## src/source/adapter_pkg.sv

```systemverilog
/*
 * adapter package
 * widths, queue depths, bus size codes and the request and return
 * types shared by the instruction and data cache ports of the adapter
 */

`default_nettype none

package adapter_pkg;

  localparam int unsigned ADDR_W     = 32;
  localparam int unsigned DATA_W     = 64;
  localparam int unsigned LINE_W     = 128;
  localparam int unsigned LINE_WORDS = 2;
  localparam int unsigned BE_W       = 8;
  localparam int unsigned TID_W      = 2;
  localparam int unsigned LEN_W      = 1;
  localparam int unsigned SIZE_W     = 3;
  localparam int unsigned REQ_DEPTH  = 2;
  localparam int unsigned META_DEPTH = 4;

  // size code of a full bus word
  localparam logic [SIZE_W-1:0] MAX_SIZE = 3'd3;

  // bus ids that tell the two caches apart
  localparam logic ICACHE_ID = 1'b0;
  localparam logic DCACHE_ID = 1'b1;

  typedef enum logic {DCACHE_LOAD, DCACHE_STORE} dcache_rtype_e;
  typedef enum logic {DCACHE_LOAD_ACK, DCACHE_STORE_ACK} dcache_rtrn_e;

  typedef struct packed {
    logic [ADDR_W-1:0] paddr;
    logic              nc;
    logic [TID_W-1:0]  tid;
  } icache_req_t;

  // size msb set means a whole line
  typedef struct packed {
    dcache_rtype_e     rtype;
    logic [SIZE_W-1:0] size;
    logic [ADDR_W-1:0] paddr;
    logic [DATA_W-1:0] data;
    logic [TID_W-1:0]  tid;
  } dcache_req_t;

  typedef struct packed {
    logic [TID_W-1:0]  tid;
    logic [LINE_W-1:0] data;
  } icache_rtrn_t;

  typedef struct packed {
    dcache_rtrn_e      rtype;
    logic [TID_W-1:0]  tid;
    logic [LINE_W-1:0] data;
  } dcache_rtrn_t;

endpackage

`default_nettype wire
```

## src/source/meta_if.sv

```systemverilog
/*
 * transaction id side channel
 * the arbiter pushes cache ids when a bus request is granted and the
 * return decoder reports back when its id queues are full
 */

`timescale 1ns/1ps
`default_nettype none

interface meta_if;

  logic                           icache_rd_push;
  logic                           dcache_rd_push;
  logic                           dcache_wr_push;
  logic [adapter_pkg::TID_W-1:0]  tid;

  logic                           icache_rd_full;
  logic                           dcache_rd_full;
  logic                           dcache_wr_full;

  modport arb (
    output icache_rd_push, dcache_rd_push, dcache_wr_push, tid,
    input  icache_rd_full, dcache_rd_full, dcache_wr_full
  );

  modport dec (
    input  icache_rd_push, dcache_rd_push, dcache_wr_push, tid,
    output icache_rd_full, dcache_rd_full, dcache_wr_full
  );

endinterface

`default_nettype wire

```

## src/source/cache_bus_adapter.sv

```systemverilog
/*
 * cache bus adapter
 * queues requests from the instruction and data caches, arbitrates
 * them onto a split read/write memory bus and sends the responses
 * back to the caches as one-cycle returns
 */

`timescale 1ns/1ps
`default_nettype none

module cache_bus_adapter (
  input  wire logic                            clk_i,
  input  wire logic                            rst_ni,
  // instruction cache
  input  wire logic                            icache_req_valid_i,
  output logic                                 icache_req_ready_o,
  input  wire adapter_pkg::icache_req_t        icache_req_i,
  output logic                                 icache_rtrn_valid_o,
  output adapter_pkg::icache_rtrn_t            icache_rtrn_o,
  // data cache
  input  wire logic                            dcache_req_valid_i,
  output logic                                 dcache_req_ready_o,
  input  wire adapter_pkg::dcache_req_t        dcache_req_i,
  output logic                                 dcache_rtrn_valid_o,
  output adapter_pkg::dcache_rtrn_t            dcache_rtrn_o,
  // bus read request
  output logic                                 rd_req_valid_o,
  input  wire logic                            rd_req_ready_i,
  output logic      [adapter_pkg::ADDR_W-1:0]  rd_addr_o,
  output logic      [adapter_pkg::SIZE_W-1:0]  rd_size_o,
  output logic      [adapter_pkg::LEN_W-1:0]   rd_len_o,
  output logic                                 rd_id_o,
  // bus read data, always accepted
  input  wire logic                            rd_valid_i,
  input  wire logic [adapter_pkg::DATA_W-1:0]  rd_data_i,
  input  wire logic                            rd_last_i,
  input  wire logic                            rd_id_i,
  // bus write
  output logic                                 wr_valid_o,
  input  wire logic                            wr_ready_i,
  output logic      [adapter_pkg::ADDR_W-1:0]  wr_addr_o,
  output logic      [adapter_pkg::DATA_W-1:0]  wr_data_o,
  output logic      [adapter_pkg::BE_W-1:0]    wr_be_o,
  output logic                                 wr_id_o,
  // bus write response
  input  wire logic                            b_valid_i,
  output logic                                 b_ready_o,
  input  wire logic                            b_id_i
);

  adapter_pkg::icache_req_t icache_head;
  adapter_pkg::dcache_req_t dcache_head;
  logic icache_full, icache_empty, icache_pop;
  logic dcache_full, dcache_empty, dcache_pop;

  meta_if meta ();

  assign icache_req_ready_o = !icache_full;
  assign dcache_req_ready_o = !dcache_full;

  req_queue #(.WIDTH($bits(adapter_pkg::icache_req_t)), .DEPTH(adapter_pkg::REQ_DEPTH)) i_ic_q (
    .clk_i, .rst_ni, .push_i(icache_req_valid_i && icache_req_ready_o), .pop_i(icache_pop),
    .data_i(icache_req_i), .data_o(icache_head), .full_o(icache_full), .empty_o(icache_empty)
  );

  req_queue #(.WIDTH($bits(adapter_pkg::dcache_req_t)), .DEPTH(adapter_pkg::REQ_DEPTH)) i_dc_q (
    .clk_i, .rst_ni, .push_i(dcache_req_valid_i && dcache_req_ready_o), .pop_i(dcache_pop),
    .data_i(dcache_req_i), .data_o(dcache_head), .full_o(dcache_full), .empty_o(dcache_empty)
  );

  req_arbiter i_arbiter (
    .clk_i, .rst_ni,
    .icache_req_i(icache_head), .icache_empty_i(icache_empty),
    .dcache_req_i(dcache_head), .dcache_empty_i(dcache_empty),
    .icache_pop_o(icache_pop), .dcache_pop_o(dcache_pop),
    .rd_req_valid_o, .rd_req_ready_i, .rd_addr_o, .rd_size_o, .rd_len_o, .rd_id_o,
    .wr_valid_o, .wr_ready_i, .wr_addr_o, .wr_data_o, .wr_be_o, .wr_id_o,
    .meta(meta.arb)
  );

  rtrn_decoder i_decoder (
    .clk_i, .rst_ni,
    .rd_valid_i, .rd_data_i, .rd_last_i, .rd_id_i,
    .b_valid_i, .b_ready_o, .b_id_i,
    .meta(meta.dec),
    .icache_rtrn_valid_o, .icache_rtrn_o,
    .dcache_rtrn_valid_o, .dcache_rtrn_o
  );

endmodule

`default_nettype wire

```

## src/source/rtrn_decoder.sv

```systemverilog
/*
 * return decoder
 * keeps the cache ids of granted requests, gathers read beats into
 * cache lines and turns write responses into store acknowledges
 */

`timescale 1ns/1ps
`default_nettype none

module rtrn_decoder (
  input  wire logic                              clk_i,
  input  wire logic                              rst_ni,
  input  wire logic                              rd_valid_i,
  input  wire logic [adapter_pkg::DATA_W-1:0]    rd_data_i,
  input  wire logic                              rd_last_i,
  input  wire logic                              rd_id_i,
  input  wire logic                              b_valid_i,
  output logic                                   b_ready_o,
  input  wire logic                              b_id_i,
  meta_if.dec                                    meta,
  output logic                                   icache_rtrn_valid_o,
  output adapter_pkg::icache_rtrn_t              icache_rtrn_o,
  output logic                                   dcache_rtrn_valid_o,
  output adapter_pkg::dcache_rtrn_t              dcache_rtrn_o
);

  logic [adapter_pkg::TID_W-1:0] ic_rd_tid, dc_rd_tid, dc_wr_tid;
  logic ic_beat, dc_beat, ic_done, dc_done, b_take;
  logic ic_first_q, dc_first_q;
  logic ic_valid_q, dc_valid_q;
  logic [adapter_pkg::TID_W-1:0] ic_tid_q, dc_tid_q;
  adapter_pkg::dcache_rtrn_e dc_rtype_q;
  logic [adapter_pkg::LINE_WORDS-1:0][adapter_pkg::DATA_W-1:0] ic_line_q, dc_line_q;

  // a beat shifts in from the top; the first beat of a burst also lands in word 0
  function automatic logic [adapter_pkg::LINE_WORDS-1:0][adapter_pkg::DATA_W-1:0] shift_beat(
    input logic [adapter_pkg::LINE_WORDS-1:0][adapter_pkg::DATA_W-1:0] line,
    input logic [adapter_pkg::DATA_W-1:0] beat,
    input logic first
  );
    logic [adapter_pkg::LINE_WORDS-1:0][adapter_pkg::DATA_W-1:0] res;
    res = {beat, line[adapter_pkg::LINE_WORDS-1:1]};
    if (first) begin
      res[0] = beat;
    end
    return res;
  endfunction

  ////////////////////////////////////////////////////////////////////////////
  // id queues
  ////////////////////////////////////////////////////////////////////////////

  req_queue #(.WIDTH(adapter_pkg::TID_W), .DEPTH(adapter_pkg::META_DEPTH)) i_ic_rd_id (
    .clk_i, .rst_ni, .push_i(meta.icache_rd_push), .pop_i(ic_done), .data_i(meta.tid),
    .data_o(ic_rd_tid), .full_o(meta.icache_rd_full), .empty_o()
  );

  req_queue #(.WIDTH(adapter_pkg::TID_W), .DEPTH(adapter_pkg::META_DEPTH)) i_dc_rd_id (
    .clk_i, .rst_ni, .push_i(meta.dcache_rd_push), .pop_i(dc_done), .data_i(meta.tid),
    .data_o(dc_rd_tid), .full_o(meta.dcache_rd_full), .empty_o()
  );

  req_queue #(.WIDTH(adapter_pkg::TID_W), .DEPTH(adapter_pkg::META_DEPTH)) i_dc_wr_id (
    .clk_i, .rst_ni, .push_i(meta.dcache_wr_push), .pop_i(b_take), .data_i(meta.tid),
    .data_o(dc_wr_tid), .full_o(meta.dcache_wr_full), .empty_o()
  );

  ////////////////////////////////////////////////////////////////////////////
  // beat steering and write responses
  ////////////////////////////////////////////////////////////////////////////

  assign ic_beat = rd_valid_i && (rd_id_i == adapter_pkg::ICACHE_ID);
  assign dc_beat = rd_valid_i && (rd_id_i == adapter_pkg::DCACHE_ID);
  assign ic_done = ic_beat && rd_last_i;
  assign dc_done = dc_beat && rd_last_i;

  // the data return port is busy with a read beat, so B waits a cycle
  assign b_ready_o = !dc_beat;
  assign b_take    = b_valid_i && b_ready_o && (b_id_i == adapter_pkg::DCACHE_ID);

  always_ff @(posedge clk_i or negedge rst_ni) begin
    if (!rst_ni) begin
      ic_first_q <= 1'b1;
      dc_first_q <= 1'b1;
      ic_valid_q <= 1'b0;
      dc_valid_q <= 1'b0;
    end else begin
      if (ic_beat) ic_first_q <= rd_last_i;
      if (dc_beat) dc_first_q <= rd_last_i;
      ic_valid_q <= ic_done;
      dc_valid_q <= dc_done || b_take;
    end
  end

  always_ff @(posedge clk_i) begin
    if (ic_beat) ic_line_q <= shift_beat(ic_line_q, rd_data_i, ic_first_q);
    if (dc_beat) dc_line_q <= shift_beat(dc_line_q, rd_data_i, dc_first_q);
    if (ic_done) ic_tid_q <= ic_rd_tid;
    if (dc_done) begin
      dc_tid_q   <= dc_rd_tid;
      dc_rtype_q <= adapter_pkg::DCACHE_LOAD_ACK;
    end else if (b_take) begin
      dc_tid_q   <= dc_wr_tid;
      dc_rtype_q <= adapter_pkg::DCACHE_STORE_ACK;
    end
  end

  // returns come straight from the registers
  assign icache_rtrn_valid_o = ic_valid_q;
  assign icache_rtrn_o.tid   = ic_tid_q;
  assign icache_rtrn_o.data  = ic_line_q;

  assign dcache_rtrn_valid_o = dc_valid_q;
  assign dcache_rtrn_o.rtype = dc_rtype_q;
  assign dcache_rtrn_o.tid   = dc_tid_q;
  assign dcache_rtrn_o.data  = (dc_rtype_q == adapter_pkg::DCACHE_STORE_ACK) ? '0 : dc_line_q;

endmodule

`default_nettype wire

```

## src/source/req_arbiter.sv

```systemverilog
/*
 * request arbiter
 * round-robin choice between the instruction and data cache queues,
 * held until the bus handshake, and translation of the chosen request
 * into a bus read or a single-beat bus write
 */

`timescale 1ns/1ps
`default_nettype none

module req_arbiter (
  input  wire logic                                clk_i,
  input  wire logic                                rst_ni,
  input  wire adapter_pkg::icache_req_t            icache_req_i,
  input  wire logic                                icache_empty_i,
  input  wire adapter_pkg::dcache_req_t            dcache_req_i,
  input  wire logic                                dcache_empty_i,
  output logic                                     icache_pop_o,
  output logic                                     dcache_pop_o,
  // bus read request
  output logic                                     rd_req_valid_o,
  input  wire logic                                rd_req_ready_i,
  output logic      [adapter_pkg::ADDR_W-1:0]      rd_addr_o,
  output logic      [adapter_pkg::SIZE_W-1:0]      rd_size_o,
  output logic      [adapter_pkg::LEN_W-1:0]       rd_len_o,
  output logic                                     rd_id_o,
  // bus write
  output logic                                     wr_valid_o,
  input  wire logic                                wr_ready_i,
  output logic      [adapter_pkg::ADDR_W-1:0]      wr_addr_o,
  output logic      [adapter_pkg::DATA_W-1:0]      wr_data_o,
  output logic      [adapter_pkg::BE_W-1:0]        wr_be_o,
  output logic                                     wr_id_o,
  meta_if.arb                                      meta
);

  logic ic_elig, dc_elig, dc_store;
  logic sel, grant, rd_hs, wr_hs, hs;
  logic rr_q, lock_q, lock_idx_q;
  logic [adapter_pkg::BE_W-1:0] be_mask;

  ////////////////////////////////////////////////////////////////////////////
  // selection
  ////////////////////////////////////////////////////////////////////////////

  // a request is only offered when its id queue has room
  assign dc_store = (dcache_req_i.rtype == adapter_pkg::DCACHE_STORE);
  assign ic_elig  = !icache_empty_i && !meta.icache_rd_full;
  assign dc_elig  = !dcache_empty_i &&
                    (dc_store ? !meta.dcache_wr_full : !meta.dcache_rd_full);

  always_comb begin
    if (lock_q) begin
      sel = lock_idx_q;
    end else if (ic_elig && dc_elig) begin
      sel = rr_q;
    end else begin
      sel = dc_elig;
    end
  end

  assign grant          = sel ? dc_elig : ic_elig;
  assign rd_req_valid_o = grant && (!sel || !dc_store);
  assign wr_valid_o     = grant && sel && dc_store;
  assign rd_hs          = rd_req_valid_o && rd_req_ready_i;
  assign wr_hs          = wr_valid_o && wr_ready_i;
  assign hs             = rd_hs || wr_hs;

  assign icache_pop_o = hs && !sel;
  assign dcache_pop_o = hs && sel;

  assign meta.icache_rd_push = rd_hs && !sel;
  assign meta.dcache_rd_push = rd_hs && sel;
  assign meta.dcache_wr_push = wr_hs;
  assign meta.tid            = sel ? dcache_req_i.tid : icache_req_i.tid;

  always_ff @(posedge clk_i or negedge rst_ni) begin
    if (!rst_ni) begin
      rr_q       <= 1'b0;
      lock_q     <= 1'b0;
      lock_idx_q <= 1'b0;
    end else begin
      // hold the grant while the bus stalls us
      lock_q     <= grant && !hs;
      lock_idx_q <= sel;
      if (hs) begin
        rr_q <= !sel;
      end
    end
  end

  ////////////////////////////////////////////////////////////////////////////
  // bus request formation
  ////////////////////////////////////////////////////////////////////////////

  always_comb begin
    rd_id_o = sel ? adapter_pkg::DCACHE_ID : adapter_pkg::ICACHE_ID;
    if (sel) begin
      rd_addr_o = dcache_req_i.paddr;
      if (dcache_req_i.size[adapter_pkg::SIZE_W-1]) begin
        rd_size_o = adapter_pkg::MAX_SIZE;
        rd_len_o  = adapter_pkg::LEN_W'(adapter_pkg::LINE_WORDS - 1);
      end else begin
        rd_size_o = dcache_req_i.size;
        rd_len_o  = '0;
      end
    end else begin
      // instruction fills always use full bus words
      rd_addr_o = icache_req_i.paddr;
      rd_size_o = adapter_pkg::MAX_SIZE;
      rd_len_o  = icache_req_i.nc ? '0 : adapter_pkg::LEN_W'(adapter_pkg::LINE_WORDS - 1);
    end
  end

  // 1, 2, 4 or 8 bytes moved up to the address offset
  always_comb begin
    unique case (dcache_req_i.size[1:0])
      2'd0:    be_mask = adapter_pkg::BE_W'(8'h01);
      2'd1:    be_mask = adapter_pkg::BE_W'(8'h03);
      2'd2:    be_mask = adapter_pkg::BE_W'(8'h0f);
      default: be_mask = adapter_pkg::BE_W'(8'hff);
    endcase
  end

  assign wr_addr_o = dcache_req_i.paddr;
  assign wr_id_o   = adapter_pkg::DCACHE_ID;
  assign wr_be_o   = be_mask << dcache_req_i.paddr[$clog2(adapter_pkg::BE_W)-1:0];
  assign wr_data_o = {(adapter_pkg::DATA_W / $bits(dcache_req_i.data)){dcache_req_i.data}};

endmodule

`default_nettype wire

```

## src/source/req_queue.sv

```systemverilog
/*
 * request queue
 * small circular buffer with full and empty flags, head word read
 * straight from the storage array
 */

`timescale 1ns/1ps
`default_nettype none

module req_queue #(
  parameter int unsigned WIDTH = 8,
  parameter int unsigned DEPTH = 2
) (
  input  wire logic             clk_i,
  input  wire logic             rst_ni,
  input  wire logic             push_i,
  input  wire logic             pop_i,
  input  wire logic [WIDTH-1:0] data_i,
  output logic      [WIDTH-1:0] data_o,
  output logic                  full_o,
  output logic                  empty_o
);

  logic [DEPTH-1:0][WIDTH-1:0] mem_q;
  logic [$clog2(DEPTH)-1:0]    wr_ptr_q, rd_ptr_q;
  logic [$clog2(DEPTH):0]      cnt_q;

  assign data_o  = mem_q[rd_ptr_q];
  assign full_o  = (cnt_q == DEPTH);
  assign empty_o = (cnt_q == '0);

  always_ff @(posedge clk_i or negedge rst_ni) begin
    if (!rst_ni) begin
      wr_ptr_q <= '0;
      rd_ptr_q <= '0;
      cnt_q    <= '0;
    end else begin
      if (push_i) begin
        wr_ptr_q <= (wr_ptr_q == DEPTH - 1) ? '0 : wr_ptr_q + 1'b1;
      end
      if (pop_i) begin
        rd_ptr_q <= (rd_ptr_q == DEPTH - 1) ? '0 : rd_ptr_q + 1'b1;
      end
      // simultaneous push and pop keep the count
      if (push_i && !pop_i) begin
        cnt_q <= cnt_q + 1'b1;
      end else if (pop_i && !push_i) begin
        cnt_q <= cnt_q - 1'b1;
      end
    end
  end

  always_ff @(posedge clk_i) begin
    if (push_i) begin
      mem_q[wr_ptr_q] <= data_i;
    end
  end

endmodule

`default_nettype wire

```

## config.mk

```make
export PLATFORM = sky130hd
export DESIGN_NAME = cache_bus_adapter
export DESIGN_NICKNAME = d
export VERILOG_FILES = /design/src/source/adapter_pkg.sv /design/src/source/meta_if.sv /design/src/source/cache_bus_adapter.sv /design/src/source/rtrn_decoder.sv /design/src/source/req_arbiter.sv /design/src/source/req_queue.sv
export SDC_FILE = /design/constraint.sdc
export NUM_CORES = 1
export LEC_CHECK = 0
export BUFFER_PORTS_ARGS = -buffer_cell sky130_fd_sc_hd__buf_2
export CAP_MARGIN = 25
export CORE_AREA = 2 2 239 241
export CTS_CLUSTER_SIZE = 20
export DETAILED_ROUTE_END_ITERATION = 8
export DIE_AREA = 0 0 241 243
export PLACE_DENSITY_LB_ADDON = 0.15
export RECOVER_POWER = 100
export SLEW_MARGIN = 5
export SYNTH_ARGS = -nofsm -noshare
export SYNTH_HDL_FRONTEND = slang
export SYNTH_SLANG_ARGS = --single-unit
```

## constraint.sdc

```tcl
create_clock -name clk_i -period 13.3 [get_ports clk_i]
set_input_delay 1.33 -clock clk_i [delete_from_list [all_inputs] [get_ports clk_i]]
set_output_delay 1.33 -clock clk_i [all_outputs]
set_load 0.03 [all_outputs]
```

==> results.md, run 1 <==
- Outcome: finished with violations
- Failing checks: max-capacitance violations, max-slew violations
- WL met1: 23.39 mm
- Hold Path Cell Cnt: 1
- # DRC: 0
- Leak: roughly 9.8 nW
- Pwr Density: around 230 nW/µm²
- R2r endpoint: i_dc_q.mem_q[69]$_DFFE_PP_
- Sequential share of power: around two fifths
- Gpl congestion: 0.8181
- Initial core utilization: a little over two fifths
- Die W: between 200 and 250 µm
- Comb pwr share: 32.8%
- Clk pwr share: between 20% and 30%
- CTS Buf Count: 66
- Gr ovfl total: 0
- Post-DP HPWL: 42.41 mm
- Placed inst area: 27460 µm²
- Unrepaired setup endpoints after global routing: no
- Initial antenna violation count: 18
- Max-slew violations: between 800 and 900
- Worst path required time: 11.97 ns
- Crit path launch type: flop
- First-pass GRT wire length: 86.10 mm
- Reg2reg start: i_dc_q.cnt_q[0]$_DFFE_PN0P_
- Number of max-cap violations: 16
- Vias: approximately 13000
- Yosys reg bits: roughly 600
- Die height: around 240 µm
- Synth Flop Type: edfxtp_1
- Post-CTS setup buffer count: 0
- EDFF count, synth: 558
- Final ANT Viol Nets: 0
- Post-layout instance area: between 20000 and 30000 µm²
- Mapped Area: between 20000 and 25000 µm²
- Worst R2R Path Depth: 5
- Uppermost layer routed: met5
- Worst vdd ir: ~0.19 mV
- Root Driver: clkbuf_16
- Switching portion of total power: between 30% and 40%
- Fin nets: approximately 2200
- Finish-stage setup viols: 0
- Die Area: about 60000 µm²
- Clock Skew: about 0.02 ns
- Setup_tns: 0 ns
- Sequential element share of the synthesized area: ~75%
- Slew HR: -178.0%
- CTS tree: yes
- Worst-path maximum fanout: 67
- H-tree depth: 3
- Syn nets: ~1500
- Sink of the worst hold path: i_decoder.i_dc_wr_id.cnt_q[2]$_DFFE_PN0P_
- Worst R2R Setup Slack: 7.45 ns
- Peak Freq: approximately 130 MHz
- DRT iter0 DRCs: between 700 and 800
- Largest net degree at the start of global routing: between 90 and 100
- Clock slew at reported path FFs: 0.06 ns
- DR vias/cell: ~4.9
- Met3 WL: between 5 and 6 mm
- Share of cells above drive strength 1: roughly 24%
- Port Buffers: roughly 620
- HP Start: i_decoder.i_dc_wr_id.cnt_q[2]$_DFFE_PN0P_
- Switch Pwr: around 0.0023 W
- Yosys warning count: 0
- Synth unique cells: 45
- Core Area: 55950 µm²
- Worst min-delay path class: reg2reg
- Clock sinks: 595
- Clk buf depth: 3
- Total iterations of the first detailed-routing run: 5
- Layout area overhead: 22.46%
- Async SR Flop Fraction: under 10%
- Metal2 WL: roughly 29 mm
- Pint: between 0.004 and 0.005 W
- Hold buffers post-CTS: 0
- Critical Path AT: roughly 6.4 ns
- Post-DR wirelength/cell: between 20 and 25 µm
- Slew of the pin with the lowest slew margin: 4.169 ns
- Hold Violations, Final: 0
- CP Capture Type: output pin
- Clock Latency Late Sink: roughly 0.6 ns
- Io pins: around 620
- Mapped Cells: between 1000 and 1500
- Syn_area_per_cell: 18.54 µm²
- Final Critical Period: slightly below 8 ns
- Final Cycle Share: roughly 58%
- Crit Path Class: reg2out
- FP Rows: between 80 and 90
- Routed WL: 59.92 mm
- Resize count post-CTS: 0
- Vias in the first global route: between 10000 and 15000
- GRT Util Overall: about a fifth
power by group through the flow:
stage	Combinational [W]	Clock, W	Sequential (W)
finish	0.00213	0.00174	0.00262
global placement	0.00221	0	0.00263
detailed placement	0.00223	0	0.00265
floorplan	0.00158	0	0.00264
global route	0.00228	0.00186	0.00266
CTS	0.00224	0.00179	0.00261
cells in the final DEF (no fill, tap or decap), types with 3 or more instances in the layout:
master / n
bufinv_16: 4
clkbuf_16: 66
buf_2: 117
a211oi_1: 7
nor3_1: 5
clkinv_2: 7
clkinv_1: 22
diode_2: 4
inv_1: 19
xor2_1: 11
xnor2_1: 8
o21ai_0: 8
mux2_1: 34
a21oi_1: 12
and2_0: 13
mux2i_1: 11
mux2_2: 261
fa_1: 3
clkbuf_1: 526
dfrtp_1: 34
buf_1: 4
ha_1: 20
a21o_1: 3
inv_6: 3
edfxtp_1: 558
mux4_2: 6
nor2_1: 23
nor2b_1: 134
nand2_1: 16
cells by family after synthesis:
| group | Yosys count | share of synthesized area, % |
|---|---|---|
| compound gates | 37 | 1.006 |
| other cells | 2 | 0.03194 |
| buf+inv | 76 | 1.447 |
| fa+ha+maj | 23 | 1.320 |
| flops | 595 | 75.18 |
| mux | 313 | 15.28 |
| simple gates | 203 | 5.023 |
| xor+xnor | 19 | 0.7077 |
synthesized netlist by cell type, types with 7 or more instances:
master / instances / area share [%]
edfxtp_1: 558 / 71
mux2_2: 293 / 14
nor2b_1: 134 / 3.6
clkbuf_1: 35 / 0.56
dfrtp_1: 34 / 3.6
nor2_1: 22 / 0.35
ha_1: 20 / 1.1
inv_1: 20 / 0.32
nand2_1: 16 / 0.26
and2_1: 14 / 0.37
a21oi_1: 12 / 0.26
xor2_1: 11 / 0.41
buf_2: 10 / 0.21
mux2i_1: 10 / 0.43
o21ai_0: 8 / 0.17
xnor2_1: 8 / 0.30
a211oi_1: 7 / 0.22
final cells by class:
class                   count  area [µm²]
diodes                      4       10.01
clock buffers              79        1700
clock inverters            41       370.4
fillers                  5058       27150
inverters                  22       85.08
multi-input cells         597        5472
flip-flops and latches    595       17680
well taps                 756       945.9
repair buffers            635        2534
critical path: stages, from the launching register on:
cell	delay [ns]
dfrtp_1	1.48
clkbuf_1	0.47
clkbuf_1	2.77
mux2_2	0.58
mux2_2	0.16
clkbuf_1	0.31
routing by layer:
| metal | vias to the layer above | GRT usage (%) |
|---|---|---|
| li1 | 6094 | - |
| met1 | 6621 | 23.93 |
| met2 | 492 | 32.65 |
| met3 | 111 | 7.847 |
| met4 | 26 | 6.173 |
| met5 | - | 0 |
flip-flops by register name (all words and copies together), names as in the netlist, 3 cells and up:
register and cells:
i_decoder.dc_line_q 128, i_decoder.icache_rtrn_o 128, i_dc_q.mem_q 204, i_decoder.i_dc_wr_id.mem_q 8, i_decoder.i_ic_rd_id.mem_q 8, i_decoder.i_dc_wr_id.cnt_q 3
i_decoder.i_dc_rd_id.mem_q 8, i_decoder.i_dc_rd_id.cnt_q 3, i_decoder.i_ic_rd_id.cnt_q 3, i_ic_q.mem_q 70
how the worst max path moves through the flow:
stage / startpoint / endpoint / slack, ns / cells after the start
final: i_dc_q.rd_ptr_q$_DFFE_PN0P_ / rd_addr_o[30] / 5.59 / 5
after global routing: i_dc_q.rd_ptr_q$_DFFE_PN0P_ / rd_addr_o[30] / 4.98 / 5
after CTS: i_dc_q.rd_ptr_q$_DFFE_PN0P_ / wr_be_o[4] / 8.16 / 6
after detailed placement: i_dc_q.rd_ptr_q$_DFFE_PN0P_ / wr_be_o[4] / 8.82 / 6
after global placement: i_dc_q.rd_ptr_q$_DFFE_PN0P_ / wr_be_o[4] / 8.89 / 6
after floorplan: rd_id_i / i_decoder.i_ic_rd_id.cnt_q[1]$_DFFE_PN0P_ / 3.89 / 6
stage by stage:
step           setup WS [ns]  hold slack [ns]  total power (W)  cells  utilization [%]
2_1_floorplan          3.892           0.4338         0.004222   1268                -
3_3_place_gp           8.885           0.4495         0.004840   2599            49.02
3_5_place_dp           8.821           0.4509         0.004878   2600            49.07
4_1_cts                8.165           0.4653         0.006636   2720            52.77
5_1_grt                4.979           0.4927         0.006801   2727            51.46
6_report               5.593           0.4651         0.006488   2729            51.47
(Power assumes the default switching activity.)
==> inputs of run 2 (changes only) <==
--- a/config.mk
+++ b/config.mk
@@ -5,12 +5,13 @@
 export SDC_FILE = /design/constraint.sdc
 export NUM_CORES = 1
 export LEC_CHECK = 0
+export ABC_AREA = 1
 export BUFFER_PORTS_ARGS = -buffer_cell sky130_fd_sc_hd__buf_2
 export CAP_MARGIN = 25
-export CORE_AREA = 2 2 239 241
+export CORE_AREA = 2 2 245 247
 export CTS_CLUSTER_SIZE = 20
 export DETAILED_ROUTE_END_ITERATION = 8
-export DIE_AREA = 0 0 241 243
+export DIE_AREA = 0 0 247 249
 export PLACE_DENSITY_LB_ADDON = 0.15
 export RECOVER_POWER = 100
 export SLEW_MARGIN = 5
==> constraint.sdc (replaced) <==
create_clock -name clk_i -period 6.4 [get_ports clk_i]
set_input_delay 0.64 -clock clk_i [delete_from_list [all_inputs] [get_ports clk_i]]
set_output_delay 0.64 -clock clk_i [all_outputs]
set_load 0.03 [all_outputs]
==> run 2 against run 1 <==
- the run still ends with max-capacitance violations, max-slew violations left
- clock skew shrank 0.0087 ns
- synthesized cell count up 54%
- critical path depth decreased by 2
- critical endpoint is now dcache_rtrn_o[124]
- sequential share of layout area rose by 0.60 points
- count of clock-buffer cells in the layout shrank 8
- largest cell class unchanged
==> results.md, run 2 <==
- Clock sinks: between 500 and 600
- Clock Latency Late Sink: 0.61 ns
- Delay-heaviest family, CP: flip-flops
- Mapped Cells: 1956
- Mapped Area: between 20000 and 25000 µm²
- First-pass GRT wire length: 97.75 mm
- Slowest CP cell: dfxtp_1
- CP Capture Type: output pin
- Final ANT Viol Nets: 0
- FP Rows: 89
- Largest net degree at the start of global routing: 86
- Finish-stage setup viols: 0
- Synth top area share: a little under three quarters
- Leak: about 11 nW
- # DRC: 0
- Max incr delay on CP: 2.02 ns
- Io pins: 622
- Layout area overhead: 21.57%
- Syn_area_per_cell: approximately 12 µm²
- Setup_tns: 0 ns
- Gr ovfl total: 0
- Share of cells above drive strength 1: 6.941%
- Synth cell count leaders: nand2_1 (656), edfxtp_1 (558), nor2_1 (215)
- Worst R2R Path Depth: 2
- Number of max-cap violations: 15
- Port Buffers: 619
- Fillers: 5548
- Synth unique cells: 34
- Sink of the worst hold path: i_ic_q.mem_q[12]$_DFFE_PP_
- Total iterations of the first detailed-routing run: 5
- Die Area: a little over 60000 µm²
- Initial core utilization: roughly 40%
- Failing checks: max-capacitance violations, max-slew violations
- Top reg by flops: i_dc_q.mem_q
- Crit path cell chain: clkbuf_2 > nor2_1 > clkbuf_1
- Gpl congestion: 0.8676
- Clk buf depth: 3
- Commonest non-fill, non-tap cell in the layout: nand2_1
- Clock Skew: 0.01174 ns
- Crit path launch type: flop
- Core Area: approximately 59000 µm²
- Worst vdd ir: between 0.3 and 0.4 mV
- H-tree depth: 2
- Worst R2R Setup Slack: around 1.5 ns
- Max-slew violations: 773
- Reg2reg start: i_decoder.dc_first_q$_DFFE_PN1P_
- Fin nets: ~2800
- Final Critical Period: approximately 5.2 ns
- Worst path required time: between 5 and 6 ns
- Yosys reg bits: around 600
- Most frequent cell after synthesis: nand2_1
- Die height: 249 µm
- Cell taking the most area after synthesis: edfxtp_1
- Routed WL: around 67 mm
- PnR Total Power: 0.01357 W
- Slew of the pin with the lowest slew margin: ~3.9 ns
- Hold Violations, Final: 0
- Post-CTS setup buffer count: 0
- Crit Path Class: reg2out
- Outcome: finished with violations
- Resize count post-CTS: 0
- Largest register FFs: between 200 and 250
- Syn nets: roughly 2200
- Pwr Density: roughly 480 nW/µm²
- CTS Buf Count: 60
- Vias: 16270
- Largest cells by area after synthesis: edfxtp_1 (71%), nand2_1 (10%), dfrtp_1 (3.6%)
- Most frequent cells in the layout: nand2_1 (662), clkbuf_1 (565), edfxtp_1 (558)
- Post-DR wirelength/cell: about 20 µm
- Hold buffers post-CTS: 0
- Hold Path Cell Cnt: 1
- Async SR Flop Fraction: 6.050%
- EDFF count, synth: 558
- Worst min-delay path class: in2reg
- Root Driver: clkbuf_16
- Initial antenna violation count: 19
- Sequential element share of the synthesized area: between 70% and 80%
- CTS tree: yes
- DR vias/cell: about 4.8
- DRT iter0 DRCs: 1141
- Slew HR: -157.5%
- Vias in the first global route: around 16000
- Critical Path AT: approximately 4.6 ns
- GRT Util Overall: 21.12%
- Final Cycle Share: approximately 82%
- Yosys warning count: 0
- Peak Freq: ~190 MHz
- R2r endpoint: i_decoder.dc_line_q[59]$_DFFE_PP_
- Post-DP HPWL: about 47 mm
- Worst-path maximum fanout: 67
- Die W: ~250 µm
- Unrepaired setup endpoints after global routing: no
- HP Start: icache_req_i[12]
- Clock slew at reported path FFs: around 0.06 ns
- Buffer and inverter count on the worst path: 2
- Synth Flop Type: edfxtp_1
-- run 2: changes by cell type after synthesis, moves of 8 or more --
cell,before,now
a31oi_1,0,32
inv_1,20,180
mux2_2,293,3
and2_1,14,0
o21ai_0,8,103
buf_1,1,12
xor2_1,11,2
mux2i_1,10,2
clkbuf_1,35,59
nor2b_1,134,0
nor2_1,22,215
nand2_1,16,656
-- run 2: cell type report --
class | count | area [µm²] | area share, %
diodes | 3 | 7.507 | 0.02632
clock buffers | 71 | 1584 | 5.553
clock inverters | 39 | 366.6 | 1.285
inverters | 186 | 699.4 | 2.452
multi-input cells | 1093 | 4706 | 16.50
flip-flops and latches | 595 | 17680 | 61.99
well taps | 773 | 967.2 | 3.391
repair buffers | 638 | 2510 | 8.799
-- run 2: how the worst max path moves through the flow --
stage,start,end,slack (ns),cells past startpoint
4_1_cts,i_dc_q.rd_ptr_q$_DFFE_PN0P_,rd_len_o,1.81,13
5_1_grt,i_dc_q.rd_ptr_q$_DFFE_PN0P_,rd_size_o[0],0.81,13
2_1_floorplan,i_dc_q.cnt_q[0]$_DFFE_PN0P_,i_dc_q.mem_q[102]$_DFFE_PP_,0.76,4
3_3_place_gp,i_dc_q.rd_ptr_q$_DFFE_PN0P_,rd_len_o,2.49,13
3_5_place_dp,i_dc_q.rd_ptr_q$_DFFE_PN0P_,rd_len_o,2.48,13
6_report,i_decoder.dc_rtype_q$_SDFFE_PP0P_,dcache_rtrn_o[124],1.18,3
-- run 2: worst reg2reg max path, delay by kind of cell (launching register included) --
| kind | cells | cell delay [ns] |
|---|---|---|
| buffers and inverters | 1 | 2.36 |
| flip-flops | 1 | 1.48 |
| AO/OA/AOI/OAI | 1 | 0.68 |
-- run 2: kinds of logic (layout without fill, tap and decap cells) --
family,after synthesis,in the layout,share of synthesized area [%]
compound gates,157,157,3.589
xor+xnor,10,10,0.3733
simple gates,896,896,14.71
other cells,2,5,0.03201
flops,595,595,75.35
mux,5,5,0.2293
fa+ha+maj,23,23,1.323
buf+inv,268,934,4.389
-- run 2: stage by stage --
step                cells  setup slack, ns  utilization [%]  instance area (µm²)  hold slack (ns)
floorplan            1956           0.7631                -                23470           0.3444
global placement     3285            2.488            46.70                27410           0.4611
detailed placement   3285            2.485            46.70                27410           0.4650
CTS                  3395            1.813            50.02                29360           0.1717
global route         3397           0.8055            48.60                28520           0.1891
finish               3398            1.182            48.60                28520           0.2183
-- run 2: per-layer routing --
metal  share of wire (%)  global-route usage (%)  wire (µm)  up-vias
li1                    -                       -          -     7706
met1                  41                   27.24      27090     7722
met2                  45                   33.05      30320      677
met3                  10                   7.380       6919      137
met4                 3.4                   7.401       2238       28
met5                0.27                       0        182        -
-- run 2: power breakdown --
part / switching (W) / total, W / internal [W]
clock network: 0.00146 / 0.00349 / 0.00204
logic: 0.00372 / 0.00469 / 0.000973
registers: 0.000282 / 0.00539 / 0.00511
==> inputs of run 3 (changes only) <==
--- a/config.mk
+++ b/config.mk
@@ -5,7 +5,7 @@
 export SDC_FILE = /design/constraint.sdc
 export NUM_CORES = 1
 export LEC_CHECK = 0
-export ABC_AREA = 1
+export ABC_AREA = 0
 export BUFFER_PORTS_ARGS = -buffer_cell sky130_fd_sc_hd__buf_2
 export CAP_MARGIN = 25
 export CORE_AREA = 2 2 245 247
==> constraint.sdc (replaced) <==
create_clock -name clk_i -period 4.4 [get_ports clk_i]
set_input_delay 0.44 -clock clk_i [delete_from_list [all_inputs] [get_ports clk_i]]
set_output_delay 0.44 -clock clk_i [all_outputs]
set_load 0.03 [all_outputs]
==> run 3 against run 2 <==
- the run still ends with max-capacitance violations, max-slew violations left
- flip-flop and latch count stayed put
- largest cell class unchanged
- final area up 2.5%
- power is 45% higher
- register-to-register slack got worse by 0.86 ns
- sequential power is 49% higher
- final cell count fell by 18%
- count of clock-buffer cells in the layout grew 19
- critical path depth rose by 3
- global-route usage down 1.8 points
- via count is 17% lower
- sequential share of layout area shrank 1.5 points
==> results.md, run 3 (synthesis results as in run 1) <==
- Die Area: roughly 60000 µm²
- Critical Path AT: 3.65 ns
- Io pins: 622
- Vias in the first global route: between 10000 and 15000
- Initial core utilization: roughly 40%
- Crit path launch type: flop
- Peak Freq: 244.5 MHz
- Share of cells above drive strength 1: about a quarter
- Finish-stage setup viols: 0
- Buffer and inverter count on the worst path: 2
- Sequential share of power: 40.6%
- Number of max-cap violations: 10
- Delay-heaviest family, CP: multiplexers
- Initial antenna violation count: 19
- Post-layout instance area: just under 30000 µm²
- Routed WL: just over 60 mm
- Worst min-delay path class: in2reg
- Outcome: finished with violations
- Pint: roughly 0.013 W
- Crit Path Class: reg2out
- DR vias/cell: ~4.9
- Clock Latency Late Sink: between 0.5 and 0.6 ns
- Final Cycle Share: about 93%
- Hold Violations, Final: 0
- Post-DP HPWL: 43.62 mm
- Resize count post-CTS: 0
- DRT iter0 DRCs: roughly 690
- Slowest CP cell: dfrtp_4
- CP Capture Type: output pin
- Worst-path maximum fanout: 31
- Gpl congestion: 0.8320
- Failing checks: max-capacitance violations, max-slew violations
- Die W: between 200 and 250 µm
- Switch Pwr: a little over 0.007 W
- CTS tree: yes
- Leak: 10.04 nW
- Pwr Density: a little under 700 nW/µm²
- Worst vdd ir: around 0.76 mV
- Clk pwr share: 27.1%
- Layout area overhead: 24.37%
- # DRC: 0
- FP Rows: just under 90
- Die height: approximately 250 µm
- Max-slew violations: 649
- Gr ovfl total: 0
- PnR Total Power: around 0.020 W
- Root Driver: clkbuf_16
- First-pass GRT wire length: 87.78 mm
- CTS Buf Count: 68
- Top reg by flops: i_dc_q.mem_q
- Clock Skew: roughly 0.028 ns
- Core Area: 58690 µm²
- Vias: about 13000
- Max incr delay on CP: between 0.7 and 0.8 ns
- Largest net degree at the start of global routing: between 100 and 150
- Worst path required time: a little under 4 ns
- Clk buf depth: 3
- Fillers: a little over 5000
- Port Buffers: 619
- Placed inst area: 27550 µm²
- Crit path cell chain: mux2_4 > mux2i_1 > a31o_2 > buf_4 > mux2_2 > clkbuf_2
- H-tree depth: 3
- Total iterations of the first detailed-routing run: 4
- Clock slew at reported path FFs: approximately 0.060 ns
- Largest register FFs: between 200 and 250
- Fin nets: 2186
- Switching portion of total power: approximately 36%
- Unrepaired setup endpoints after global routing: no
- Slew HR: -142.0%
- Most frequent cells in the layout: edfxtp_1 (558), clkbuf_1 (515), mux2_2 (266)
- Setup_tns: 0 ns
- GRT Util Overall: between 10% and 20%
- Clock sinks: 595
- Commonest non-fill, non-tap cell in the layout: edfxtp_1
- Comb pwr share: about a third
- Post-DR wirelength/cell: 22.07 µm
- Final ANT Viol Nets: 0
- Slew of the pin with the lowest slew margin: ~3.6 ns
- Final Critical Period: about 4.1 ns
## run 3: cell count changes in the layout (fill, tap and decap cells not counted), sizes merged, moves of 97 or more
cell | previous run | this run
inv | 184 | 23
mux2 | 3 | 296
nand2 | 663 | 16
nor2 | 219 | 24
nor2b | 0 | 134
o21ai | 105 | 8
## run 3: final cells by class
type,count,area [µm²],area share [%]
flip-flops and latches,595,17690,60.48
multi-input cells,597,5475,18.72
repair buffers,667,2920,9.985
clock buffers,90,1837,6.280
well taps,773,967.2,3.307
clock inverters,29,261.5,0.8941
inverters,22,87.58,0.2995
diodes,4,10.01,0.03422
## run 3: repair_timing
item | CTS | global route
hold endpoints to repair | 94 | 0
setup endpoints to repair | 0 | 0
hold buffers | 34 | 0
buffers inserted | 0 | 0
## run 3: per-stage QoR
stage,setup WS [ns],instances,hold slack (ns),utilization [%]
2_1_floorplan,0.03575,1268,0.1444,-
3_3_place_gp,1.038,2618,0.4486,46.84
3_5_place_dp,0.9244,2620,0.4536,46.94
4_1_cts,0.2639,2773,0.0001101,51.09
5_1_grt,0.1015,2775,0.006792,49.83
6_report,0.3103,2777,0.03579,49.84
## run 3: path summary, 6_finish.rpt
kind                       slack [ns]  cells past startpoint                                   endpoint                                 startpoint
setup / recovery                 0.31                      6                              rd_addr_o[31]                i_dc_q.rd_ptr_q$_DFFE_PN0P_
hold / removal                   0.04                      1                  i_ic_q.mem_q[3]$_DFFE_PP_                            icache_req_i[3]
max in group asynchronous        1.92                      2                i_dc_q.rd_ptr_q$_DFFE_PN0P_                                     rst_ni
hold reg to reg                  0.47                      1  i_decoder.i_dc_wr_id.cnt_q[2]$_DFFE_PN0P_  i_decoder.i_dc_wr_id.cnt_q[2]$_DFFE_PN0P_
min in group asynchronous        1.01                      2  i_decoder.i_dc_wr_id.cnt_q[0]$_DFFE_PN0P_                                     rst_ni
setup reg to reg                 0.61                      3                i_dc_q.mem_q[187]$_DFFE_PP_                i_dc_q.cnt_q[0]$_DFFE_PN0P_
## run 3: power by group through the flow
| stage | combinational, W | sequential (W) | clock (W) |
|---|---|---|---|
| final | 0.00639 | 0.00801 | 0.00534 |
| after CTS | 0.00677 | 0.00798 | 0.00550 |
| after global placement | 0.00660 | 0.00806 | 0 |
| after detailed placement | 0.00672 | 0.00809 | 0 |
| after global routing | 0.00682 | 0.00814 | 0.00572 |
| after floorplan | 0.00478 | 0.00796 | 0 |
## run 3: per-layer routing
layer  GRT usage [%]  routed length [µm]
met5               0                 166
met1           22.52               23380
met2           31.73               29610
met3           8.274                6654
met4           6.627                1490
